===== src/hw/conv_pkg.sv =====
package conv_pkg;

  // ========================================
  // Sizes and delays
  // ========================================

  localparam int N_LANE    = 4;   // Output channels.
  localparam int LANE_W    = 2;
  localparam int FIL       = 3;
  localparam int LWIDTH    = 5;
  localparam int LINE_LEN  = 16;  // Widest image.
  localparam int LINE_W    = 4;
  localparam int FACCUM    = 8;
  localparam int ACC_DEPTH = 196; // 14 x 14 feature pixels.
  localparam int ACC_WIDTH = 20;
  localparam int PROD_W    = 17;  // 9-bit pixel times 8-bit weight.
  localparam int D_CONV    = 2;
  localparam int D_ACCUM   = 1;
  localparam int SHIFT     = 4;

  // ========================================
  // Types
  // ========================================

  typedef struct packed {
    logic start;
    logic valid;
    logic stop;
  } ctrl_reg;

  typedef enum logic [1:0] {
    CORE_WAIT,
    CORE_NETWORK,
    CORE_INPUT,
    CORE_OUTPUT
  } core_state_t;

  typedef struct packed {
    logic [1:0]        spare;
    logic [LANE_W-1:0] lane;
    logic [3:0]        tap;   // Raster order in the window.
    logic signed [7:0] value;
  } weight_word_t;

  typedef struct packed {
    logic [7:0] spare;
    logic [7:0] value;
  } pixel_word_t;

  // Network state reads weights, input state reads pixels.
  typedef union packed {
    weight_word_t weight;
    pixel_word_t  pixel;
  } in_word_t;

  typedef logic [FIL*FIL-1:0][7:0] window_t;
  typedef logic signed [ACC_WIDTH-1:0] acc_t;
  typedef acc_t [N_LANE-1:0] lane_acc_t;
  typedef logic [N_LANE-1:0][7:0] feat_t;

endpackage


===== src/hw/window_gen.sv =====
`timescale 1ns/100ps

module window_gen (
  input  logic                        clk,
  input  logic                        xrst,
  input  logic                        pix_valid,
  input  logic [7:0]                  pixel,
  input  logic [conv_pkg::LWIDTH-1:0] conv_x,
  input  logic [conv_pkg::LWIDTH-1:0] conv_y,
  output logic                        win_valid,
  output conv_pkg::window_t           window
);
  import conv_pkg::*;

  logic [7:0]        r_line0 [LINE_LEN];  // Row y-1.
  logic [7:0]        r_line1 [LINE_LEN];  // Row y-2.
  logic [7:0]        r_win   [FIL][FIL];
  logic [7:0]        col     [FIL];
  logic [LINE_W-1:0] idx;

  assign idx = conv_x[LINE_W-1:0];

  // Newest column, oldest row first.
  assign col[0] = r_line1[idx];
  assign col[1] = r_line0[idx];
  assign col[2] = pixel;

  always_ff @(posedge clk) begin
    if (pix_valid) begin
      r_line1[idx] <= r_line0[idx];
      r_line0[idx] <= pixel;
      for (int r = 0; r < FIL; r++) begin
        for (int c = 0; c < FIL - 1; c++)
          r_win[r][c] <= r_win[r][c+1];
        r_win[r][FIL-1] <= col[r];
      end
    end
  end

  // Window is complete once two rows and two columns are behind.
  always_ff @(posedge clk) begin
    if (!xrst)
      win_valid <= 1'b0;
    else
      win_valid <= pix_valid && conv_x >= LWIDTH'(FIL - 1) && conv_y >= LWIDTH'(FIL - 1);
  end

  always_comb begin
    for (int r = 0; r < FIL; r++)
      for (int c = 0; c < FIL; c++)
        window[r*FIL+c] = r_win[r][c];
  end

endmodule


===== config.mk =====
export PLATFORM = sky130hd
export DESIGN_NAME = window_gen
export DESIGN_NICKNAME = d
export VERILOG_FILES = /design/src/hw/conv_pkg.sv /design/src/hw/window_gen.sv
export SDC_FILE = /design/constraint.sdc
export NUM_CORES = 1
export LEC_CHECK = 0
export BUFFER_PORTS_ARGS = -buffer_cell sky130_fd_sc_hd__buf_2
export CAP_MARGIN = 20
export CORE_ASPECT_RATIO = 1.25
export CORE_MARGIN = 2
export CORE_UTILIZATION = 45
export DETAILED_ROUTE_END_ITERATION = 10
export PLACE_DENSITY = 0.66
export SETUP_SLACK_MARGIN = 0.05
export SLEW_MARGIN = 5
export SYNTH_ARGS = -nofsm -noshare
export SYNTH_HDL_FRONTEND = slang
export SYNTH_SLANG_ARGS = --single-unit

===== constraint.sdc =====
create_clock -name clk -period 2.7 [get_ports clk]
set_input_delay 0.27 -clock clk [delete_from_list [all_inputs] [get_ports clk]]
set_output_delay 0.27 -clock clk [all_outputs]
set_load 0.02 [all_outputs]

==> summary.md, run 1 <==
| Metric | Value |
|---|---|
| Pin slew with the least headroom to its limit | 700 ps |
| Antenna cells | 0 |
| Antenna-violating nets left | 0 |
| Worst Setup End Kind | flip-flop |
| Number of global-route vias before repair | 5722 |
| Worst EP arrival | between 2000 and 2500 ps |
| Final Power | 10.6 mW |
| Share of layout cells above drive strength 1 | 37.0% |
| Setup TNS | 0 ps |
| Drt first pass iters | 4 |
| Top cell type's share of synthesized area | 82.8% |
| Layout Nets | 667 |
| Via density | between 5 and 6 |
| TritonCTS Buffers | 29 |
| Max Root-Sink Buffers | 3 |
| Die Ht | between 150 and 200 microns |
| RSZ-0062 raised after global routing | false |
| FF+latch count, synth | roughly 330 |
| Vias | about 5600 |
| Initial core utilization | a little under half |
| Hold crit path type | primary input to flip-flop |
| Clock latency on the worst-skew pair | roughly 540 ps |
| IO Port Bufs | a little over 90 |
| Clk network pwr share | 38.6% |
| # DRC | 0 |
| Post-Synthesis Cells | approximately 500 |
| Post-synth top area cell | edfxtp_1 |
| GP Congestion | 0.761 |
| Final hold violations | 0 |
| Synth Warn # | 0 |
| # IOs | between 90 and 100 |
| Combinational fraction of design power | under 10% |
| Part of the cycle the worst path needs | 68.1% |
| Setup Viol. Count Final | 0 |
| Synth Cell Area | ~12000 sq um |
| Fraction of registers with async set/reset | 0% |
| Most common cell in the synthesized netlist | edfxtp_1 |
| Register area share after synthesis | between 80 and 90% |
| Root buf cell | clkbuf_16 |
| Post-Syn Nets | roughly 520 |
| Highest clock rate | between 500 and 600 MHz |
| Outcome | finished clean |
| CTS tree | yes |
| Kind of critical path | primary input to flip-flop |
| Seq pwr share | between 50% and 60% |
| Final core occ | 54.1% |
| Place WS | 245 ps |
| Worst path required time | ~3000 ps |
| Peak fanout along the critical path | 30 |
| Cell Pwr Density | approximately 750 nW/um^2 |
| Pins over their slew limit | 0 |
| PostCTS Resize Cnt | 0 |
| Overflow left after global routing | 0 |
| Final worst slack | 861 ps |
| Core Footprint | roughly 26000 sq um |
| Crit path launch type | primary input |
| Die width | around 150 microns |
| H-tree levels | 1 |
| Post-synth top cells | edfxtp_1 (328), mux4_2 (62), a22oi_1 (32) |
| Sw Share | slightly above 20% |
| Rel. slew slack | 53.1% |
| Num rows | 66 |
| Clk_skew | around 15 ps |
| Die footprint | about 28000 sq um |
| GR Util All Layers | between 15 and 20% |
| Largest net degree at the start of global routing | 46 |
| Routed length per instance | 22.8 microns |
| Maximum Capacitance Violations | 0 |
| Area contributors post-synth | edfxtp_1 (83%), mux4_2 (12%), a22oi_1 (2.0%) |
| Min Tclk post-route | between 1500 and 2000 ps |
| Avg Inst Size Synth | about 24 sq um |
| Yosys cell types | 19 |
| Peak supply drop | 519 uV |
| EDFF count, synth | 328 |
| Final hold slack | around 120 ps |
| CTS sink cnt | ~330 |
| Placed Area | 13100 sq um |
| First-pass GRT wire length | 34500 microns |
| Ys flop type | edfxtp_1 |
| CTS clk-pin slew, worst paths | 70 ps |
| CTS hold repair buffers | 3 |
| Internal Power | ~8.4 mW |
| Net Switching | around 2.2 mW |
| DRT iter0 DRCs | roughly 550 |
| Placed cells | between 900 and 1000 |
| Final Cell Area | 14100 sq um |
| Post-route insts no fill | just over 1000 |
| Area Growth Syn to Fin | 18.2% |
| DP HPWL | roughly 14000 microns |
| DRT Wirelength | between 20000 and 25000 microns |
| Initial antenna violation count | 0 |
| Leakage Power | between 4 and 5 nW |
| Postcts setup bufs | 0 |
==> area by class of cell <==
type / instances / area [sq um]
Clock buffer: 31 / 733
Sequential cell: 329 / 9870
Multi-Input combinational cell: 143 / 1910
Tap cell: 340 / 425
Timing Repair Buffer: 143 / 906
Fill cell: 1961 / 12000
Clock inverter: 21 / 211
==> critical path: stages <==
cell and delay [ps]:
buf_4 470, buf_12 290, mux4_2 520, a22oi_1 430, nand2_1 120
==> power groups by stage <==
stage               Combinational [mW]  Sequential, mW  Clock, mW
CTS                              0.641            5.85       4.16
global route                     0.680            5.86       4.33
finish                           0.631            5.85       4.08
detailed placement               0.637            5.96          0
floorplan                        0.256            6.06          0
global placement                 0.622            5.95          0
==> cell usage in the layout, fill, tap and decap left out <==
master         instances
mux4_2                62
mux4_1                 2
nor2_1                13
nor4_1                 2
nor2b_1                2
clkinv_4               2
edfxtp_1             328
clkinv_2               2
buf_12                 4
and2_1                 1
nand3b_1               1
clkbuf_16             29
nand3_1                1
a22oi_1               32
nand2_1               20
clkbuf_1               2
nand2b_1               2
nor3_1                 1
bufinv_16              4
dfxtp_1                1
buf_4                 46
clkinv_1               9
dlygate4sd3_1          3
nor3_2                 4
clkinvlp_4             4
buf_2                 90
==> state kept, by name, indices dropped and copies added (netlist names) <==
register,flops
r_line1,128
r_line0,128
r_win,72
win_valid,1
==> final timing paths <==
kind,from,endpoint,slack [ps],cells after the start
worst max-delay path,conv_x[0],r_win[0][1],860,5
worst max register to register,r_line0[11][6],r_line1[0][6],930,4
worst min-delay path,pixel[7],r_line0[4][7],120,1
worst min register to register,r_win[2][9],r_win[2][17],440,0
==> cell families (layout without fill, tap and decap cells) <==
family                 count (synthesis)  count (layout)  share of synthesized area, %
AO/OA/AOI/OAI                         32              32                          2.02
buffers and inverters                 23             195                          1.13
flip-flops                           329             329                          83.0
multiplexers                          64              64                          12.2
AND/OR/NAND/NOR                       47              47                          1.72
==> per-layer routing <==
layer	GRT usage, %	routed length, microns	part of all wire, %
met1	20.9	8850	39
met2	30.0	12100	53
met5	0	0	0
met4	6.74	728	3.2
met3	2.21	1330	5.8
Power figures use the tool's default switching activity.
==> run 2: changes to the inputs <==
--- a/config.mk
+++ b/config.mk
@@ -11,7 +11,7 @@
 export CORE_MARGIN = 2
 export CORE_UTILIZATION = 45
 export DETAILED_ROUTE_END_ITERATION = 10
-export PLACE_DENSITY = 0.66
+export PLACE_DENSITY = 0.68
 export SETUP_SLACK_MARGIN = 0.05
 export SLEW_MARGIN = 5
 export SYNTH_ARGS = -nofsm -noshare
==> constraint.sdc (replaced) <==
create_clock -name clk -period 1.6 [get_ports clk]
set_input_delay 0.16 -clock clk [delete_from_list [all_inputs] [get_ports clk]]
set_output_delay 0.16 -clock clk [all_outputs]
set_load 0.02 [all_outputs]
==> run 2 against run 1 <==
Compared with the run above:
- the run now ends with setup timing left
- design area increased by 4.2%
- total power up 65%
- sequential share of layout area fell by 2.9 points
- clock power rose by 55%
- final cell count up 3.2%
- worst setup slack worse by 880 ps
- clock skew down 7.0 ps
- sequential power rose by 69%
- non-clock buffer count rose by 32
==> summary.md, run 2 (same netlist as run 1, synthesis figures left out) <==
| Metric | Value |
|---|---|
| Most frequent cells in the layout | edfxtp_1 (328), buf_2 (90), mux4_2 (64), buf_4 (48), clkbuf_16 (29) (was edfxtp_1 (328), buf_2 (90), mux4_2 (62), buf_4 (46), a22oi_1 (32)) |
| CTS sink cnt | 329 (unchanged) |
| Drt first pass iters | 5 (was 4) |
| Worst path required time | 1890 ps (was 2970 ps) |
| Largest net degree at the start of global routing | 73 (was 46) |
| Worst Setup End Kind | flip-flop (unchanged) |
| Hold crit path type | primary input to flip-flop (unchanged) |
| # DRC | 0 (unchanged) |
| DRT Wirelength | 24600 microns (was 23000 microns) |
| Vias | 5659 (was 5563) |
| GR Util All Layers | 18.2% (was 16.8%) |
| Peak fanout along the critical path | 8 (was 30) |
| GP Congestion | 0.777 (was 0.761) |
| Antenna cells | 0 (unchanged) |
| Num rows | 66 (unchanged) |
| Maximum Capacitance Violations | 0 (unchanged) |
| Highest clock rate | 616 MHz |
| Final hold violations | 0 (unchanged) |
| DRT iter0 DRCs | 453 (was 553) |
| Top Registers | r_line0: 128 flops, r_line1: 128 flops, r_win: 72 flops (unchanged) |
| Final Power | 17.4 mW (was 10.6 mW) |
| Post-route insts no fill | 1039 (was 1007) |
| # IOs | 94 (unchanged) |
| Failing checks | setup timing |
| Final Cell Area | 14700 sq um (was 14100 sq um) |
| Overflow left after global routing | 0 (unchanged) |
| Area Growth Syn to Fin | 23.2% (was 18.2%) |
| CTS clk-pin slew, worst paths | 60 ps (was 70 ps) |
| Clock latency on the worst-skew pair | 530 ps (was 540 ps) |
| Largest delay contributor family on the critical path | multiplexers (was buffers and inverters) |
| Worst EP arrival | 1910 ps (was 2110 ps) |
| RSZ-0062 raised after global routing | true (was false) |
| Peak supply drop | 800 uV (was 519 uV) |
| H-tree levels | 1 (unchanged) |
| Min Tclk post-route | about 1600 ps |
| Clk_skew | 7.59 ps (was 14.6 ps) |
| Pins over their slew limit | 0 (unchanged) |
| IO Port Bufs | 92 (unchanged) |
| Setup Viol. Count Final | 51 (was 0) |
| Part of the cycle the worst path needs | 101% |
| Leakage Power | 5.00 nW (was 4.79 nW) |
| First-pass GRT wire length | 36800 microns (was 34500 microns) |
| Max incr delay on CP | 490 ps (was 520 ps) |
| Most common cell after layout, fill and taps aside | edfxtp_1 (unchanged) |
| Die width | 149 microns (unchanged) |
| Cell Pwr Density | 1190 nW/um^2 (was 751 nW/um^2) |
| Antenna-violating nets left | 0 (unchanged) |
| Root buf cell | clkbuf_16 (unchanged) |
| Crit path cell chain | mux4_2 -> a22oi_2 -> nand2_4 -> buf_6 (was buf_4 -> buf_12 -> mux4_2 -> a22oi_1 -> nand2_1) |
| Pin slew with the least headroom to its limit | 429 ps (was 700 ps) |
| Kind of critical path | flip-flop to flip-flop (was primary input to flip-flop) |
| Final core occ | 56.3% (was 54.1%) |
| Core Footprint | 26000 sq um (unchanged) |
| Initial antenna violation count | 0 (unchanged) |
| Rel. slew slack | 71.4% (was 53.1%) |
| CTS tree | yes (unchanged) |
| TritonCTS Buffers | 29 (unchanged) |
| Die Ht | 186 microns (unchanged) |
| Final worst slack | -23.9 ps (was 861 ps) |
| DP HPWL | 15700 microns (was 14300 microns) |
| Initial core utilization | 45.7% (unchanged) |
| Place WS | -386 ps (was 245 ps) |
| Buf/Inv on CP | 1 (was 2) |
| Fill cell count | 1921 (was 1961) |
| Placed Area | 13600 sq um (was 13100 sq um) |
| Max Root-Sink Buffers | 3 (unchanged) |
| Outcome | finished with violations (was finished clean) |
| Number of global-route vias before repair | 5934 (was 5722) |
| Highest-delay cell along the critical path | mux4_2 (unchanged) |
| Die footprint | 27800 sq um (unchanged) |
| Postcts setup bufs | 0 (unchanged) |
| Crit path launch type | flip-flop (was primary input) |
| Layout Nets | 699 (was 667) |
| Placed cells | 980 (was 952) |
| Share of layout cells above drive strength 1 | 43.8% (was 37.0%) |
| Via density | 5.45 (was 5.52) |
| Routed length per instance | 23.7 microns (was 22.8 microns) |
-- run 2: cell types whose count changed in the layout (fill, tap and decap cells not counted), sizes merged --
cell / previous run / this run
buf: 140 / 171
clkbuf: 31 / 39
bufinv: 4 / 1
clkinvlp: 4 / 1
clkinv: 13 / 11
dlygate4sd3: 3 / 4
-- run 2: per-stage QoR --
stage	TNS (ps)	hold slack (ps)
after detailed placement	-68090	405
after global placement	-63460	400
after floorplan	-19340	259
after CTS	-1310	0.277
after global routing	-3400	13.0
final	-785	10.9
-- run 2: timing repair --
item	in CTS	in global routing
gates cloned	3	0
endpoints found under the hold margin	8	0
setup endpoints to repair	136	136
hold buffers	4	0
pin swaps	10	3
gates resized for setup	23	9
-- run 2: path summary, 6_finish.rpt --
path / cells past startpoint / startpoint / slack (ps) / endpoint
setup reg to reg: 4 / r_line0[11][6] / -20 / r_line1[8][6]
setup / recovery: 4 / r_line0[11][6] / -20 / r_line1[8][6]
hold reg to reg: 0 / r_win[2][14] / 440 / r_win[2][22]
hold / removal: 1 / pixel[0] / 10 / r_win[2][0]
-- run 2: layout make-up --
| cell class | instances | area [sq um] | area share (%) |
|---|---|---|---|
| Sequential cell | 329 | 9870 | 67.3 |
| Tap cell | 340 | 425 | 2.90 |
| Multi-Input combinational cell | 143 | 2090 | 14.3 |
| Clock buffer | 39 | 763 | 5.21 |
| Clock inverter | 13 | 87.6 | 0.598 |
| Timing Repair Buffer | 175 | 1420 | 9.68 |
-- run 2: report_power, final --
part           internal [mW]  switching [mW]  leakage, nW  total, mW
clock network           3.49            2.83        0.410       6.32
registers               9.80          0.0727         3.10       9.88
logic                  0.496           0.749         1.50       1.24
-- run 2: per-layer routing --
layer | global-route usage (%) | vias to the layer above | part of all wire (%)
met2 | 32.4 | 185 | 53
met1 | 23.1 | 2965 | 39
met3 | 2.50 | 48 | 5.1
met4 | 5.75 | 0 | 2.4
met5 | 0 | - | 0
li1 | - | 2461 | -
==> run 3: changes to the inputs <==
--- a/config.mk
+++ b/config.mk
@@ -5,13 +5,16 @@
 export SDC_FILE = /design/constraint.sdc
 export NUM_CORES = 1
 export LEC_CHECK = 0
+export ABC_AREA = 1
 export BUFFER_PORTS_ARGS = -buffer_cell sky130_fd_sc_hd__buf_2
-export CAP_MARGIN = 20
+export CAP_MARGIN = 10
+export CELL_PAD_IN_SITES_DETAIL_PLACEMENT = 1
+export CELL_PAD_IN_SITES_GLOBAL_PLACEMENT = 1
 export CORE_ASPECT_RATIO = 1.25
 export CORE_MARGIN = 2
-export CORE_UTILIZATION = 45
+export CORE_UTILIZATION = 44
 export DETAILED_ROUTE_END_ITERATION = 10
-export PLACE_DENSITY = 0.68
+export PLACE_DENSITY = 0.79
 export SETUP_SLACK_MARGIN = 0.05
 export SLEW_MARGIN = 5
 export SYNTH_ARGS = -nofsm -noshare
==> run 3 against run 2 <==
Compared with the run above:
- the run now ends clean
- clock power rose by 22%
- final cell count rose by 64%
- design area rose by 8.1%
- combinational power rose by 21%
- sequential share of layout area fell by 5.1 points
- critical path type unchanged
- highest routed layer unchanged
==> summary.md, run 3 <==
| Metric | Value |
|---|---|
| CTS sink cnt | 329 (unchanged) |
| Post-synth top area cell | edfxtp_1 (unchanged) |
| RSZ-0062 raised after global routing | false (was true) |
| Clk network pwr share | 40.3% (was 36.2%) |
| Die footprint | 31000 sq um (was 27800 sq um) |
| Area contributors post-synth | edfxtp_1 (76%), nand2_1 (20%), inv_1 (1.1%) (was edfxtp_1 (83%), mux4_2 (12%), a22oi_1 (2.0%)) |
| IO Port Bufs | 92 (unchanged) |
| Post-synthesis compound-gate area fraction | 0% (was 2.02%) |
| Ys flop type | edfxtp_1 (unchanged) |
| Max incr delay on CP | 390 ps (was 490 ps) |
| Post-Syn Nets | 1153 (was 516) |
| Place WS | -93.1 ps (was -386 ps) |
| Num rows | 70 (was 66) |
| First-pass GRT wire length | 53800 microns (was 36800 microns) |
| Pin slew with the least headroom to its limit | 658 ps (was 429 ps) |
| Worst path required time | 1870 ps (was 1890 ps) |
| Max Root-Sink Buffers | 3 (unchanged) |
| GR Util All Layers | 23.3% (was 18.2%) |
| Combinational family with the most area after synthesis | simple AND/OR/NAND/NOR gates (was multiplexers) |
| Hold crit path type | primary input to flip-flop (unchanged) |
| Clock latency on the worst-skew pair | 530 ps (about the same) |
| Postcts setup bufs | 0 (unchanged) |
| # DRC | 0 (unchanged) |
| Final core occ | 54.2% (was 56.3%) |
| Overflow left after global routing | 0 (unchanged) |
| Drt first pass iters | 5 (unchanged) |
| Register area share after synthesis | 75.7% (was 83.0%) |
| Die width | 158 microns (was 149 microns) |
| Most common cell after layout, fill and taps aside | nand2_1 (was edfxtp_1) |
| Most common cell in the synthesized netlist | nand2_1 (was edfxtp_1) |
| Layout Nets | 1305 (was 699) |
| Most frequent cells in the layout | nand2_1 (688), edfxtp_1 (328), buf_2 (90), buf_4 (38), inv_1 (37) (was edfxtp_1 (328), buf_2 (90), mux4_2 (64), buf_4 (48), clkbuf_16 (29)) |
| Share of layout cells above drive strength 1 | 17.7% (was 43.8%) |
| Fraction of registers with async set/reset | 0% (unchanged) |
| Peak fanout along the critical path | 17 (was 8) |
| DRT iter0 DRCs | 549 (was 453) |
| Synth Cell Area | 13000 sq um (was 11900 sq um) |
| Antenna cells | 0 (unchanged) |
| Placed Area | 14700 sq um (was 13600 sq um) |
| Combinational fraction of design power | 7.9% (was 7.1%) |
| Die Ht | 197 microns (was 186 microns) |
| Clk_skew | 17.2 ps (was 7.59 ps) |
| Crit path launch type | flip-flop (unchanged) |
| Initial antenna violation count | 1 (was 0) |
| Min Tclk post-route | 1480 ps (was 1620 ps) |
| Final hold violations | 0 (unchanged) |
| Rel. slew slack | 56.1% (was 71.4%) |
| Highest-delay cell along the critical path | edfxtp_1 (was mux4_2) |
| Adder-cell area share of the yosys netlist | 0% (unchanged) |
| DP HPWL | 21700 microns (was 15700 microns) |
| CTS clk-pin slew, worst paths | 70 ps (was 60 ps) |
| Simple-Gate Fraction of Synth Area | 20.7% (was 1.72%) |
| Avg Inst Size Synth | 11.5 sq um (was 24.0 sq um) |
| TritonCTS Buffers | 34 (was 29) |
| Synth Warn # | 0 (unchanged) |
| Final Power | 19.1 mW (was 17.4 mW) |
| GP Congestion | 0.761 (was 0.777) |
| Antenna-violating nets left | 0 (unchanged) |
| Post-synth top cells | nand2_1 (691), edfxtp_1 (328), inv_1 (38) (was edfxtp_1 (328), mux4_2 (62), a22oi_1 (32)) |
| H-tree levels | 2 (was 1) |
| Fill cell count | 3084 (was 1921) |
| Setup Viol. Count Final | 0 (was 51) |
| GR Util met3 | 3.56% (was 2.50%) |
| Maximum Capacitance Violations | 0 (unchanged) |
| Met2 track demand over resource | 42.7% (was 32.4%) |
| # IOs | 94 (unchanged) |
| Most used routing layer | met2 (unchanged) |
| Outcome | finished clean (was finished with violations) |
| Cell Pwr Density | 1200 nW/um^2 (was 1190 nW/um^2) |
| Pins over their slew limit | 0 (unchanged) |
| Area Growth Syn to Fin | 21.5% (was 23.2%) |
| Initial core utilization | 44.6% (was 45.7%) |
| Seq pwr share | 51.8% (was 56.6%) |
| FF+latch count, synth | 329 (unchanged) |
| Setup TNS | 0 ps (was -785 ps) |
| Top Registers | r_line0: 128 flops, r_line1: 128 flops, r_win: 72 flops (unchanged) |
| Sw Share | 23.1% (was 20.9%) |
| Worst EP arrival | 1750 ps (was 1910 ps) |
| DRT Wirelength | 35600 microns (was 24600 microns) |
| Highest clock rate | 675 MHz (was 616 MHz) |
| Crit path cell chain | nand2_1 -> nand2_1 -> nand2_1 -> nand2_1 -> nand2_1 -> nand2_1 -> inv_1 -> nand2_2 -> buf_12 (was mux4_2 -> a22oi_2 -> nand2_4 -> buf_6) |
| Top cell type's share of synthesized area | 75.5% (was 82.8%) |
| Part of the cycle the worst path needs | 92.6% (was 101%) |
| Vias | 8775 (was 5659) |
| Via density | 5.15 (was 5.45) |
| Core Footprint | 29300 sq um (was 26000 sq um) |
| EDFF count, synth | 328 (unchanged) |
| GR Layer Usage met1 | 26.7% (was 23.1%) |
| Mux cell area share after synthesis | 0% (was 12.2%) |
| Final Cell Area | 15800 sq um (was 14700 sq um) |
| Crit path top cell by count | nand2_1 |
| Worst Setup End Kind | flip-flop (unchanged) |
| Peak supply drop | 678 uV (was 800 uV) |
| Kind of critical path | flip-flop to flip-flop (unchanged) |
| CTS tree | yes (unchanged) |
| Yosys cell types | 16 (was 19) |
| Leakage Power | 6.67 nW (was 5.00 nW) |
| Internal Power | 14.7 mW (was 13.8 mW) |
| Largest net degree at the start of global routing | 56 (was 73) |
| Net Switching | 4.40 mW (was 3.65 mW) |
| Number of global-route vias before repair | 9542 (was 5934) |
| Final worst slack | 119 ps (was -23.9 ps) |
| Post-Synth XOR/XNOR Area | 0% (unchanged) |
| Routed length per instance | 20.9 microns (was 23.7 microns) |
| Post-Synthesis Cells | 1132 (was 495) |
| Root buf cell | clkbuf_16 (unchanged) |
==> run 3: power groups by stage <==
stage,combinational [mW],clock (mW),sequential [mW]
6_report,1.50,7.70,9.89
5_1_grt,1.63,8.11,9.90
4_1_cts,1.51,7.82,9.89
3_5_place_dp,1.47,0,10.1
3_3_place_gp,1.40,0,10.0
2_1_floorplan,0.592,0,10.2
==> run 3: final cells by class <==
type	instances	area [sq um]	area share, %
Sequential cell	329	9870	62.3
Multi-Input combinational cell	716	2860	18.0
Timing Repair Buffer	164	1410	8.87
Clock buffer	39	870	5.49
Tap cell	396	495	3.13
Clock inverter	22	201	1.27
Inverter	39	149	0.940
==> run 3: repair_timing <==
action | in CTS | in global routing
endpoints found under the hold margin | 1 | 0
gates resized for setup | 0 | 3
hold buffers | 5 | 0
setup endpoints to repair | 0 | 43
==> run 3: cells by family after synthesis <==
family,count (synthesis)
and+or+nand+nor,716
DFF,329
buffers and inverters,87
==> run 3: routing by layer <==
| metal | routed length, microns | share of wire, % |
|---|---|---|
| met5 | 0 | 0 |
| met2 | 19200 | 54 |
| met1 | 13200 | 37 |
| met3 | 1770 | 5.0 |
| met4 | 1370 | 3.9 |
==> run 3: final timing paths <==
check,start,endpoint,slack (ps),cells after the start
worst max-delay path,r_line0[11][5],r_line1[12][5],120,9
worst min-delay path,pixel[2],r_line0[3][2],40,1
worst max register to register,r_line0[11][5],r_line1[12][5],120,9
worst min register to register,r_win[2][8],r_win[2][16],440,0
==> run 3: critical path: cells and delay by family (launching register included) <==
family | cells | cell delay (ps)
flip-flops | 1 | 390
buffers and inverters | 2 | 270
AND/OR/NAND/NOR | 7 | 540
==> run 3: per-stage QoR <==
step                hold WS (ps)  cells
CTS                         31.9   1705
finish                      39.6   1705
floorplan                    259   1132
detailed placement           410   1639
global placement             402   1639
global route                48.8   1705
